$ cat config.mk
export PLATFORM = sky130hd
export DESIGN_NAME = ps2_kbd
export DESIGN_NICKNAME = d
export VERILOG_FILES = /design/src/kbd_pkg.sv /design/src/event_fifo.sv /design/src/kbd_axil_regs.sv /design/src/ps2_kbd.sv /design/src/ps2_rx.sv /design/src/scancode_decoder.sv
export SDC_FILE = /design/constraint.sdc
export NUM_CORES = 1
export LEC_CHECK = 0
export ABC_AREA = 1
export BUFFER_PORTS_ARGS = -buffer_cell sky130_fd_sc_hd__buf_2
export CAP_MARGIN = 20
export CORE_ASPECT_RATIO = 1.1
export CORE_MARGIN = 4
export CORE_UTILIZATION = 55
export DETAILED_ROUTE_END_ITERATION = 8
export GPL_TIMING_DRIVEN = 0
export PLACE_DENSITY = 0.81
export SLEW_MARGIN = 20
export SYNTH_ARGS = -nofsm -noshare
export SYNTH_HDL_FRONTEND = slang
export SYNTH_SLANG_ARGS = --single-unit
export TNS_END_PERCENT = 100
$ cat constraint.sdc
create_clock -name clk_cpu -period 3.46 [get_ports clk_cpu]
set_clock_uncertainty 0.15 [all_clocks]
set_input_delay 0.692 -clock clk_cpu [delete_from_list [all_inputs] [get_ports clk_cpu]]
set_output_delay 0.692 -clock clk_cpu [all_outputs]
set_load 0.01 [all_outputs]
$ cat src/kbd_pkg.sv
// ============================================================
// shared types for the PS/2 keyboard controller: frame, key event,
// receiver errors, register map and layouts, AXI response codes
// ============================================================
package kbd_pkg;

  // one byte accepted off the PS/2 wire
  typedef struct packed {
    logic [7:0] code;
  } ps2_frame_t;

  // decoded key event, 10 bits
  typedef struct packed {
    logic       released;  // 0xF0 came before the code
    logic       extended;  // 0xE0 came before the code
    logic [7:0] code;      // raw set 2 scan code
  } key_event_t;

  // one-cycle strobes from the receiver
  typedef struct packed {
    logic parity_err;  // odd parity failed
    logic frame_err;   // bad start/stop bit or mid-frame timeout
  } rx_err_t;

  // AXI response codes in use
  typedef enum logic [1:0] {
    RESP_OKAY   = 2'b00,
    RESP_SLVERR = 2'b10
  } axi_resp_t;

  // register byte offsets
  localparam logic [3:0] REG_STATUS  = 4'h0;
  localparam logic [3:0] REG_DATA    = 4'h4;
  localparam logic [3:0] REG_CONTROL = 4'h8;

  // STATUS, read only
  typedef struct packed {
    logic [7:0] rsvd_hi;     // 31..24
    logic [7:0] frame_cnt;   // 23..16, saturating
    logic [7:0] parity_cnt;  // 15..8, saturating
    logic [5:0] rsvd_lo;     // 7..2
    logic       overflow;    // sticky until CONTROL bit 0
    logic       avail;       // event waiting in the queue
  } status_t;

  // DATA, reading it pops the queue
  typedef struct packed {
    logic        valid;  // 31
    logic [20:0] rsvd;   // 30..10
    key_event_t  ev;     // 9 released, 8 extended, 7..0 code
  } data_reg_t;

  // CONTROL bits, write one to act
  localparam int CTRL_CLR_OVF = 0;
  localparam int CTRL_CLR_CNT = 1;

endpackage

$ cat src/event_fifo.sv
// ============================================================
// event queue: synchronous FIFO, any payload, drops on full
// ============================================================
`timescale 1ns/1ps

module event_fifo #(
  parameter type payload_t = logic [7:0],
  parameter int  DEPTH     = 8  // power of two, at least 2
) (
  input  logic     clk_cpu,
  input  logic     arst_n,
  input  payload_t wr_data,
  input  logic     wr_en,
  input  logic     pop,
  output payload_t rd_data,
  output logic     not_empty,
  output logic     overflow
);

  localparam int AW = $clog2(DEPTH);

  payload_t    mem [DEPTH];
  logic [AW:0] wr_ptr;  // extra msb tells full from empty
  logic [AW:0] rd_ptr;
  logic        full;
  logic        do_wr;
  logic        do_rd;

  assign full      = (wr_ptr[AW] != rd_ptr[AW]) && (wr_ptr[AW-1:0] == rd_ptr[AW-1:0]);
  assign not_empty = wr_ptr != rd_ptr;
  assign do_wr     = wr_en && !full;
  assign do_rd     = pop && not_empty;  // pop on empty is ignored
  assign overflow  = wr_en && full;     // write lost, pulse for the sticky flag

  // show-ahead read of the head entry
  assign rd_data = mem[rd_ptr[AW-1:0]];

  always_ff @(posedge clk_cpu or negedge arst_n) begin
    if (!arst_n) begin
      wr_ptr <= '0;
      rd_ptr <= '0;
    end else begin
      if (do_wr) wr_ptr <= wr_ptr + 1'b1;
      if (do_rd) rd_ptr <= rd_ptr + 1'b1;
    end
  end

  always_ff @(posedge clk_cpu) begin
    if (do_wr) mem[wr_ptr[AW-1:0]] <= wr_data;
  end

endmodule

$ cat src/kbd_axil_regs.sv
// ============================================================
// AXI4-Lite register block: STATUS, DATA (pops queue), CONTROL,
// sticky overflow and saturating error counters
// ============================================================
`timescale 1ns/1ps

module kbd_axil_regs (
  input  logic                clk_cpu,
  input  logic                arst_n,
  input  logic [3:0]          awaddr,
  input  logic                awvalid,
  output logic                awready,
  input  logic [31:0]         wdata,
  input  logic [3:0]          wstrb,
  input  logic                wvalid,
  output logic                wready,
  output kbd_pkg::axi_resp_t  bresp,
  output logic                bvalid,
  input  logic                bready,
  input  logic [3:0]          araddr,
  input  logic                arvalid,
  output logic                arready,
  output logic [31:0]         rdata,
  output kbd_pkg::axi_resp_t  rresp,
  output logic                rvalid,
  input  logic                rready,
  input  kbd_pkg::key_event_t head,       // queue head, show-ahead
  input  logic                not_empty,
  input  logic                overflow,   // queue dropped a write
  input  kbd_pkg::rx_err_t    rx_err,
  output logic                pop
);

  import kbd_pkg::*;

  logic        aw_held;  // address taken, waiting for data
  logic        w_held;   // data taken, waiting for address
  logic [3:0]  aw_addr_q;
  logic [31:0] wdata_q;
  logic [3:0]  wstrb_q;
  logic        aw_hs;
  logic        w_hs;
  logic        ar_hs;
  logic [3:0]  wr_addr;
  logic [31:0] wr_dat;
  logic [3:0]  wr_stb;
  logic        do_write;
  logic        ctrl_wr;
  logic        clr_ovf;
  logic        clr_cnt;
  logic        ovf_q;
  logic [7:0]  par_cnt;
  logic [7:0]  frm_cnt;
  status_t     status;
  data_reg_t   data_word;
  logic [31:0] rd_word;
  axi_resp_t   rd_resp;

  function automatic logic is_mapped(input logic [3:0] addr);
    return (addr == REG_STATUS) || (addr == REG_DATA) || (addr == REG_CONTROL);
  endfunction

  // one write in flight, ready drops while a response is pending
  assign awready = !aw_held && !bvalid;
  assign wready  = !w_held && !bvalid;
  assign arready = !rvalid;
  assign aw_hs   = awvalid && awready;
  assign w_hs    = wvalid && wready;
  assign ar_hs   = arvalid && arready;

  // take each side from its holding reg or straight off the bus
  assign wr_addr  = aw_held ? aw_addr_q : awaddr;
  assign wr_dat   = w_held ? wdata_q : wdata;
  assign wr_stb   = w_held ? wstrb_q : wstrb;
  assign do_write = (aw_held || aw_hs) && (w_held || w_hs);

  assign ctrl_wr = do_write && (wr_addr == REG_CONTROL) && wr_stb[0];
  assign clr_ovf = ctrl_wr && wr_dat[CTRL_CLR_OVF];
  assign clr_cnt = ctrl_wr && wr_dat[CTRL_CLR_CNT];

  always_ff @(posedge clk_cpu or negedge arst_n) begin
    if (!arst_n) begin
      aw_held <= 1'b0;
      w_held  <= 1'b0;
      bvalid  <= 1'b0;
      bresp   <= RESP_OKAY;
    end else if (do_write) begin
      aw_held <= 1'b0;
      w_held  <= 1'b0;
      bvalid  <= 1'b1;  // response the cycle after both halves are in
      bresp   <= is_mapped(wr_addr) ? RESP_OKAY : RESP_SLVERR;
    end else begin
      if (aw_hs) aw_held <= 1'b1;
      if (w_hs) w_held <= 1'b1;
      if (bvalid && bready) bvalid <= 1'b0;
    end
  end

  always_ff @(posedge clk_cpu) begin
    if (aw_hs) aw_addr_q <= awaddr;
    if (w_hs) begin
      wdata_q <= wdata;
      wstrb_q <= wstrb;
    end
  end

  // read word, DATA shows valid=0 and zero payload when empty
  always_comb begin
    status            = '0;
    status.avail      = not_empty;
    status.overflow   = ovf_q;
    status.parity_cnt = par_cnt;
    status.frame_cnt  = frm_cnt;
    data_word         = '0;
    data_word.valid   = not_empty;
    if (not_empty) data_word.ev = head;
    rd_word = '0;
    rd_resp = RESP_OKAY;
    case (araddr)
      REG_STATUS:  rd_word = status;
      REG_DATA:    rd_word = data_word;
      REG_CONTROL: rd_word = '0;  // clear bits read back as zero
      default:     rd_resp = RESP_SLVERR;
    endcase
  end

  // pop in the beat the DATA read is accepted
  assign pop = ar_hs && (araddr == REG_DATA) && not_empty;

  always_ff @(posedge clk_cpu or negedge arst_n) begin
    if (!arst_n) begin
      rvalid <= 1'b0;
    end else if (ar_hs) begin
      rvalid <= 1'b1;
    end else if (rvalid && rready) begin
      rvalid <= 1'b0;
    end
  end

  always_ff @(posedge clk_cpu) begin
    if (ar_hs) begin
      rdata <= rd_word;  // held until rready
      rresp <= rd_resp;
    end
  end

  // a new drop wins over a clear in the same cycle
  always_ff @(posedge clk_cpu or negedge arst_n) begin
    if (!arst_n) begin
      ovf_q   <= 1'b0;
      par_cnt <= '0;
      frm_cnt <= '0;
    end else begin
      if (overflow) ovf_q <= 1'b1;
      else if (clr_ovf) ovf_q <= 1'b0;
      if (clr_cnt) begin
        par_cnt <= '0;
        frm_cnt <= '0;
      end else begin
        if (rx_err.parity_err && par_cnt != 8'hFF) par_cnt <= par_cnt + 1'b1;  // stick at 255
        if (rx_err.frame_err && frm_cnt != 8'hFF) frm_cnt <= frm_cnt + 1'b1;
      end
    end
  end

endmodule

$ cat src/ps2_kbd.sv
// ============================================================
// PS/2 keyboard controller top: receiver, decoder, event queue
// and AXI4-Lite register block
// ============================================================
`timescale 1ns/1ps

module ps2_kbd #(
  parameter int FIFO_DEPTH     = 8,     // power of two
  parameter int TIMEOUT_CYCLES = 2000,  // max clk_cpu cycles between ps2 clock falls
  parameter int SYNC_STAGES    = 2
) (
  input  logic               clk_cpu,
  input  logic               arst_n,
  input  logic               ps2_clk,
  input  logic               ps2_data,
  input  logic [3:0]         awaddr,
  input  logic               awvalid,
  output logic               awready,
  input  logic [31:0]        wdata,
  input  logic [3:0]         wstrb,
  input  logic               wvalid,
  output logic               wready,
  output kbd_pkg::axi_resp_t bresp,
  output logic               bvalid,
  input  logic               bready,
  input  logic [3:0]         araddr,
  input  logic               arvalid,
  output logic               arready,
  output logic [31:0]        rdata,
  output kbd_pkg::axi_resp_t rresp,
  output logic               rvalid,
  input  logic               rready
);

  import kbd_pkg::*;

  ps2_frame_t frame;
  logic       frame_valid;
  rx_err_t    rx_err;
  key_event_t key_event;
  logic       event_valid;
  key_event_t head;
  logic       not_empty;
  logic       fifo_ovf;
  logic       pop;

  // decode stage
  ps2_rx #(
    .SYNC_STAGES   (SYNC_STAGES),
    .TIMEOUT_CYCLES(TIMEOUT_CYCLES)
  ) i_ps2_rx (
    .clk_cpu    (clk_cpu),
    .arst_n     (arst_n),
    .ps2_clk    (ps2_clk),
    .ps2_data   (ps2_data),
    .frame      (frame),
    .frame_valid(frame_valid),
    .rx_err     (rx_err)
  );

  scancode_decoder i_scancode_decoder (
    .clk_cpu    (clk_cpu),
    .arst_n     (arst_n),
    .frame      (frame),
    .frame_valid(frame_valid),
    .key_event  (key_event),
    .event_valid(event_valid)
  );

  // execute stage
  event_fifo #(
    .payload_t(key_event_t),
    .DEPTH    (FIFO_DEPTH)
  ) i_event_fifo (
    .clk_cpu  (clk_cpu),
    .arst_n   (arst_n),
    .wr_data  (key_event),
    .wr_en    (event_valid),
    .pop      (pop),
    .rd_data  (head),
    .not_empty(not_empty),
    .overflow (fifo_ovf)
  );

  // result stage
  kbd_axil_regs i_kbd_axil_regs (
    .clk_cpu  (clk_cpu),
    .arst_n   (arst_n),
    .awaddr   (awaddr),
    .awvalid  (awvalid),
    .awready  (awready),
    .wdata    (wdata),
    .wstrb    (wstrb),
    .wvalid   (wvalid),
    .wready   (wready),
    .bresp    (bresp),
    .bvalid   (bvalid),
    .bready   (bready),
    .araddr   (araddr),
    .arvalid  (arvalid),
    .arready  (arready),
    .rdata    (rdata),
    .rresp    (rresp),
    .rvalid   (rvalid),
    .rready   (rready),
    .head     (head),
    .not_empty(not_empty),
    .overflow (fifo_ovf),
    .rx_err   (rx_err),
    .pop      (pop)
  );

endmodule

$ cat src/ps2_rx.sv
// ============================================================
// PS/2 receiver: line sync, clock fall detect, frame FSM with
// parity/stop checks and a mid-frame timeout
// ============================================================
`timescale 1ns/1ps

module ps2_rx #(
  parameter int SYNC_STAGES    = 2,
  parameter int TIMEOUT_CYCLES = 2000
) (
  input  logic                clk_cpu,
  input  logic                arst_n,
  input  logic                ps2_clk,   // async from keyboard
  input  logic                ps2_data,  // async from keyboard
  output kbd_pkg::ps2_frame_t frame,
  output logic                frame_valid,
  output kbd_pkg::rx_err_t    rx_err
);

  localparam int TMO_W = $clog2(TIMEOUT_CYCLES);

  typedef enum logic [1:0] {
    S_IDLE,    // waiting for the start bit
    S_DATA,    // eight data bits, lsb first
    S_PARITY,
    S_STOP
  } state_t;

  logic [SYNC_STAGES-1:0] clk_sync;
  logic [SYNC_STAGES-1:0] data_sync;
  logic                   clk_s;
  logic                   data_s;
  logic                   clk_prev;
  logic                   fall;      // synchronized falling edge of ps2_clk
  state_t                 state;
  logic [2:0]             bit_cnt;
  logic [7:0]             shift_q;
  logic                   par_ok;
  logic [TMO_W-1:0]       tmo_cnt;
  logic                   tmo_hit;

  // both lines idle high, so the chains reset to ones
  always_ff @(posedge clk_cpu or negedge arst_n) begin
    if (!arst_n) begin
      clk_sync  <= '1;
      data_sync <= '1;
      clk_prev  <= 1'b1;
    end else begin
      clk_sync  <= (clk_sync << 1) | SYNC_STAGES'(ps2_clk);
      data_sync <= (data_sync << 1) | SYNC_STAGES'(ps2_data);
      clk_prev  <= clk_s;
    end
  end

  assign clk_s  = clk_sync[SYNC_STAGES-1];
  assign data_s = data_sync[SYNC_STAGES-1];
  assign fall   = clk_prev & ~clk_s;

  // keyboard went quiet in the middle of a frame
  assign tmo_hit = (state != S_IDLE) && !fall && (tmo_cnt == TMO_W'(TIMEOUT_CYCLES - 1));

  always_ff @(posedge clk_cpu or negedge arst_n) begin
    if (!arst_n) begin
      state       <= S_IDLE;
      bit_cnt     <= '0;
      par_ok      <= 1'b0;
      tmo_cnt     <= '0;
      frame_valid <= 1'b0;
      rx_err      <= '0;
    end else begin
      frame_valid <= 1'b0;  // strobes, low by default
      rx_err      <= '0;
      if (fall || state == S_IDLE) tmo_cnt <= '0;  // measure gap between falls
      else tmo_cnt <= tmo_cnt + 1'b1;

      if (tmo_hit) begin
        state            <= S_IDLE;  // abort frame
        rx_err.frame_err <= 1'b1;
      end else if (fall) begin
        case (state)
          S_IDLE: begin
            if (!data_s) begin
              state   <= S_DATA;
              bit_cnt <= '0;
            end else begin
              rx_err.frame_err <= 1'b1;  // start bit not 0
            end
          end
          S_DATA: begin
            bit_cnt <= bit_cnt + 1'b1;
            if (bit_cnt == 3'd7) state <= S_PARITY;
          end
          S_PARITY: begin
            par_ok <= ^{shift_q, data_s};  // odd count of ones is good
            state  <= S_STOP;
          end
          S_STOP: begin
            state <= S_IDLE;
            // a bad stop bit outranks bad parity
            if (!data_s) rx_err.frame_err <= 1'b1;
            else if (!par_ok) rx_err.parity_err <= 1'b1;
            else frame_valid <= 1'b1;
          end
          default: state <= S_IDLE;
        endcase
      end
    end
  end

  // data shift register, lsb arrives first
  always_ff @(posedge clk_cpu) begin
    if (fall && state == S_DATA) shift_q <= {data_s, shift_q[7:1]};
  end

  assign frame.code = shift_q;  // stable until the next frame's data bits

endmodule

$ cat src/scancode_decoder.sv
// ============================================================
// scan code decoder: folds E0/F0 prefixes into key event flags
// ============================================================
`timescale 1ns/1ps

module scancode_decoder (
  input  logic                clk_cpu,
  input  logic                arst_n,
  input  kbd_pkg::ps2_frame_t frame,
  input  logic                frame_valid,
  output kbd_pkg::key_event_t key_event,
  output logic                event_valid
);

  localparam logic [7:0] CODE_EXT = 8'hE0;  // extended key prefix
  localparam logic [7:0] CODE_BRK = 8'hF0;  // key release prefix

  logic pend_ext;  // E0 seen, waiting for the key code
  logic pend_brk;  // F0 seen, waiting for the key code
  logic is_ext;
  logic is_brk;
  logic is_key;

  assign is_ext = frame.code == CODE_EXT;
  assign is_brk = frame.code == CODE_BRK;
  // anything else ends a sequence, E1 (pause) included
  assign is_key = frame_valid && !is_ext && !is_brk;

  // prefixes may stack as E0 F0 xx for an extended release
  always_ff @(posedge clk_cpu or negedge arst_n) begin
    if (!arst_n) begin
      pend_ext    <= 1'b0;
      pend_brk    <= 1'b0;
      event_valid <= 1'b0;
    end else begin
      event_valid <= is_key;  // one cycle after frame_valid
      if (frame_valid) begin
        if (is_ext) begin
          pend_ext <= 1'b1;
        end else if (is_brk) begin
          pend_brk <= 1'b1;
        end else begin
          pend_ext <= 1'b0;  // consumed by this event
          pend_brk <= 1'b0;
        end
      end
    end
  end

  // event payload, valid only alongside event_valid
  always_ff @(posedge clk_cpu) begin
    if (is_key) begin
      key_event <= '{released: pend_brk, extended: pend_ext, code: frame.code};
    end
  end

endmodule
==> flow_metrics.env <==
export IMPL_status="finished clean"
export IMPL_drive_gt1_share_pct=15.6
export IMPL_area_delta_synth_final_pct=14.9
export IMPL_netlist_area_um2=8060
export IMPL_r2r_slack_ns=0.78
export IMPL_vias=5528
export IMPL_p_switching_mw=1.98
export IMPL_yosys_register_bits=189
export IMPL_remaining_drc_errors=0
export IMPL_slew_violations=0
export IMPL_clkPwrFrac_pct=32.7
export IMPL_setup_viol=0
export IMPL_synth_top_cell_by_area="edfxtp_1"
export IMPL_ctsLongestPathBuffers=2
export IMPL_synth_common_cells="nand2_1 (162), edfxtp_1 (131), nor2_1 (115)"
export IMPL_min_path_type="primary input to async pin"
export IMPL_rsz0062_at_grt="no"
export IMPL_fin_nets=907
export IMPL_grt_ovfl_total=0
export IMPL_ys_top_cells_by_area="edfxtp_1 (49%), dfrtp_1 (16%), nand2_1 (7.5%), nor2_1 (5.4%), o21ai_0 (3.7%)"
export IMPL_placed_cell_area_um2=8600
export IMPL_cts_buffers=17
export IMPL_rows=46
export IMPL_synth_edf_count=131
export IMPL_ys_warn_count=0
export IMPL_post_route_period_util_pct=77.6
export IMPL_critPathArrivalTime_ns=2.58
export IMPL_power_share_switching_pct=30.9
export IMPL_p_leak_nw=3.96
export IMPL_critPathMaxFanout=10
export IMPL_ctsResizeCount=0
export IMPL_nFillCells=1066
export IMPL_grt_start_max_net_pins=59
export IMPL_cts_sinks=189
export IMPL_path_clk_slew_ns=0.07
export IMPL_grt_pass1_wl_um=25700
export IMPL_required_ns=3.36
export IMPL_drt_first_pass_iters=5
export IMPL_path_depth=8
export IMPL_slew_headroom_pct=25.7
export IMPL_drt_iter0_markers=558
export IMPL_num_antenna_cells=0
export IMPL_fp_dieW_um=123
export IMPL_cts_hold_buf=0
export IMPL_synth_most_common_cell="nand2_1"
export IMPL_antenna_found_initial=0
export IMPL_cts_setup_buffers=0
export IMPL_h_tree_depth=4
export IMPL_critical_path_class="register to register"
export IMPL_reg2reg_from="i_event_fifo.rd_ptr[2]"
export IMPL_finalHoldViolations=0
export IMPL_clk_latency_ns=0.43
export IMPL_post_route_min_period_ns=2.68
export IMPL_seq_area_frac_synth_pct=66.9
export IMPL_yosysUniqueCellTypes=38
export IMPL_postLayoutCoreUtil_pct=64.4
export IMPL_layout_cells_non_filler=1046
export IMPL_pin_count=94
export IMPL_synth_top_area_share_pct=48.8
export IMPL_async_flop_share_pct=30.7
export IMPL_wl_um=15700
export IMPL_yosys_most_used_dff="edfxtp_1"
export IMPL_die_area_um2=16700
export IMPL_cp_slowest_cell="nor2_1"
export IMPL_dpl_cell_count=1013
export IMPL_syn_instance_count=761
export IMPL_combPwrFrac_pct=23.5
export IMPL_die_y_um=135
export IMPL_tns_ns=0
export IMPL_crit_chain="buf_2 > xor2_1 > nor2_1 > nand2_1 > nand2_1 > inv_1 > nand2_2 > nor2_1"
export IMPL_p_per_area_nw_per_um2=693
export IMPL_fin_hold_ws_ns=0.169
export IMPL_worstSetupEndpointType="register"
export IMPL_peakVddDrop_mv=0.391
export IMPL_path_delay_family="simple AND/OR/NAND/NOR gates"
export IMPL_fin_area_um2=9260
export IMPL_port_buffers=51
export IMPL_grt_pass1_vias=5348
export IMPL_p_seq_share_pct=43.8
export IMPL_worstMarginPinSlew_ns=1.11
export IMPL_rr_endpoint="i_event_fifo.mem[4][1]"
export IMPL_critPathLaunchType="register"
export IMPL_vias_per_cell=5.28
export IMPL_cts_root_buf="clkbuf_16"
export IMPL_critical_path_buf_inv_count=2
export IMPL_hpwl_um=9950
export IMPL_gp_congestion=0.845
export IMPL_post_drt_wl_per_cell_um=15.0
export IMPL_critical_path_max_stage_delay_ns=0.85
export IMPL_max_freq_ghz=0.373
export IMPL_core_area_um2=14400
export IMPL_intPower_mw=4.44
export IMPL_synth_area_per_cell_um2=10.6
export IMPL_initial_core_util_pct=56.0
export IMPL_maxCapViolCount=0
export IMPL_r2r_cells=8
export IMPL_grtUsageTotal_pct=20.2
export IMPL_final_antenna_net_count=0
export IMPL_cts_tree="built"
cells by family (layout without fill, tap and decap cells):
family / count (synthesis) / count (layout) / synth area share, %
simple gates: 334 / 334 / 17.0
xor+xnor: 10 / 10 / 1.09
other cells: 1 / 9 / 0.0465
buf+inv: 111 / 196 / 5.87
flops: 189 / 189 / 66.9
fa+ha+maj: 12 / 12 / 1.86
compound gates: 104 / 104 / 7.22
worst max-delay path by stage:
stage	startpoint	end
2_1_floorplan	i_event_fifo.rd_ptr[0]	i_event_fifo.mem[1][0]
3_3_place_gp	i_event_fifo.rd_ptr[0]	i_event_fifo.mem[3][4]
3_5_place_dp	i_event_fifo.rd_ptr[2]	i_event_fifo.mem[3][4]
4_1_cts	i_event_fifo.rd_ptr[2]	i_event_fifo.mem[3][8]
5_1_grt	i_event_fifo.rd_ptr[2]	i_event_fifo.mem[4][3]
6_report	i_event_fifo.rd_ptr[2]	i_event_fifo.mem[4][1]
power by group through the flow:
stage	combinational [mW]	sequential [mW]	clock (mW)
after floorplan	1.06	2.83	0
after global placement	1.43	2.84	0
after detailed placement	1.48	2.85	0
after CTS	1.50	2.81	2.12
after global routing	1.69	2.84	2.21
final	1.51	2.81	2.10
cell type report:
type,instances,area (µm²),share of cell area (%)
clock inverter,14,215,2.32
sequential,189,5390,58.2
clock buffer,17,425,4.59
buffer,26,154,1.66
inverter,85,319,3.45
multi-input combinational,469,2240,24.1
timing repair buffer,54,280,3.03
tap,192,240,2.59
cells in the final DEF (no fill, tap or decap), drive strengths merged, types with 4 or more instances in the layout:
master  count
nand2     171
edfxtp    131
nor2      116
inv        86
buf        70
o21ai      64
dfrtp      53
nand3      33
clkbuf     27
o22ai      15
a21oi      15
ha         12
conb        9
nor3        7
clkinv      7
xnor2       6
bufinv      5
dfstp       5
xor2        4
stage by stage:
stage | total power, mW | worst slack, ns
after CTS | 6.43 | 0.719
after floorplan | 3.89 | 1.38
after global routing | 6.74 | 0.611
after detailed placement | 4.33 | 0.836
after global placement | 4.27 | 0.878
final | 6.42 | 0.776
per-layer routing:
| layer | global-route usage (%) | wire length (µm) |
|---|---|---|
| met5 | 0 | 0 |
| met4 | 9.35 | 381 |
| met3 | 5.40 | 1140 |
| met2 | 32.1 | 7840 |
| met1 | 26.1 | 6310 |
registers in the layout, summed over array words and instances, names as in the netlist, 2 cells and up:
signal / count
i_event_fifo.mem: 80
i_kbd_axil_regs.rdata: 25
i_ps2_rx.tmo_cnt: 11
i_scancode_decoder.key_event: 10
i_kbd_axil_regs.frm_cnt: 8
i_kbd_axil_regs.par_cnt: 8
i_ps2_rx.frame: 8
i_event_fifo.rd_ptr: 4
i_event_fifo.wr_ptr: 4
i_kbd_axil_regs.aw_addr_q: 4
i_ps2_rx.bit_cnt: 3
i_kbd_axil_regs.wdata_q: 2
i_ps2_rx.clk_sync: 2
i_ps2_rx.data_sync: 2
i_ps2_rx.rx_err: 2
i_ps2_rx.state: 2
Power figures use the tool's default switching activity.
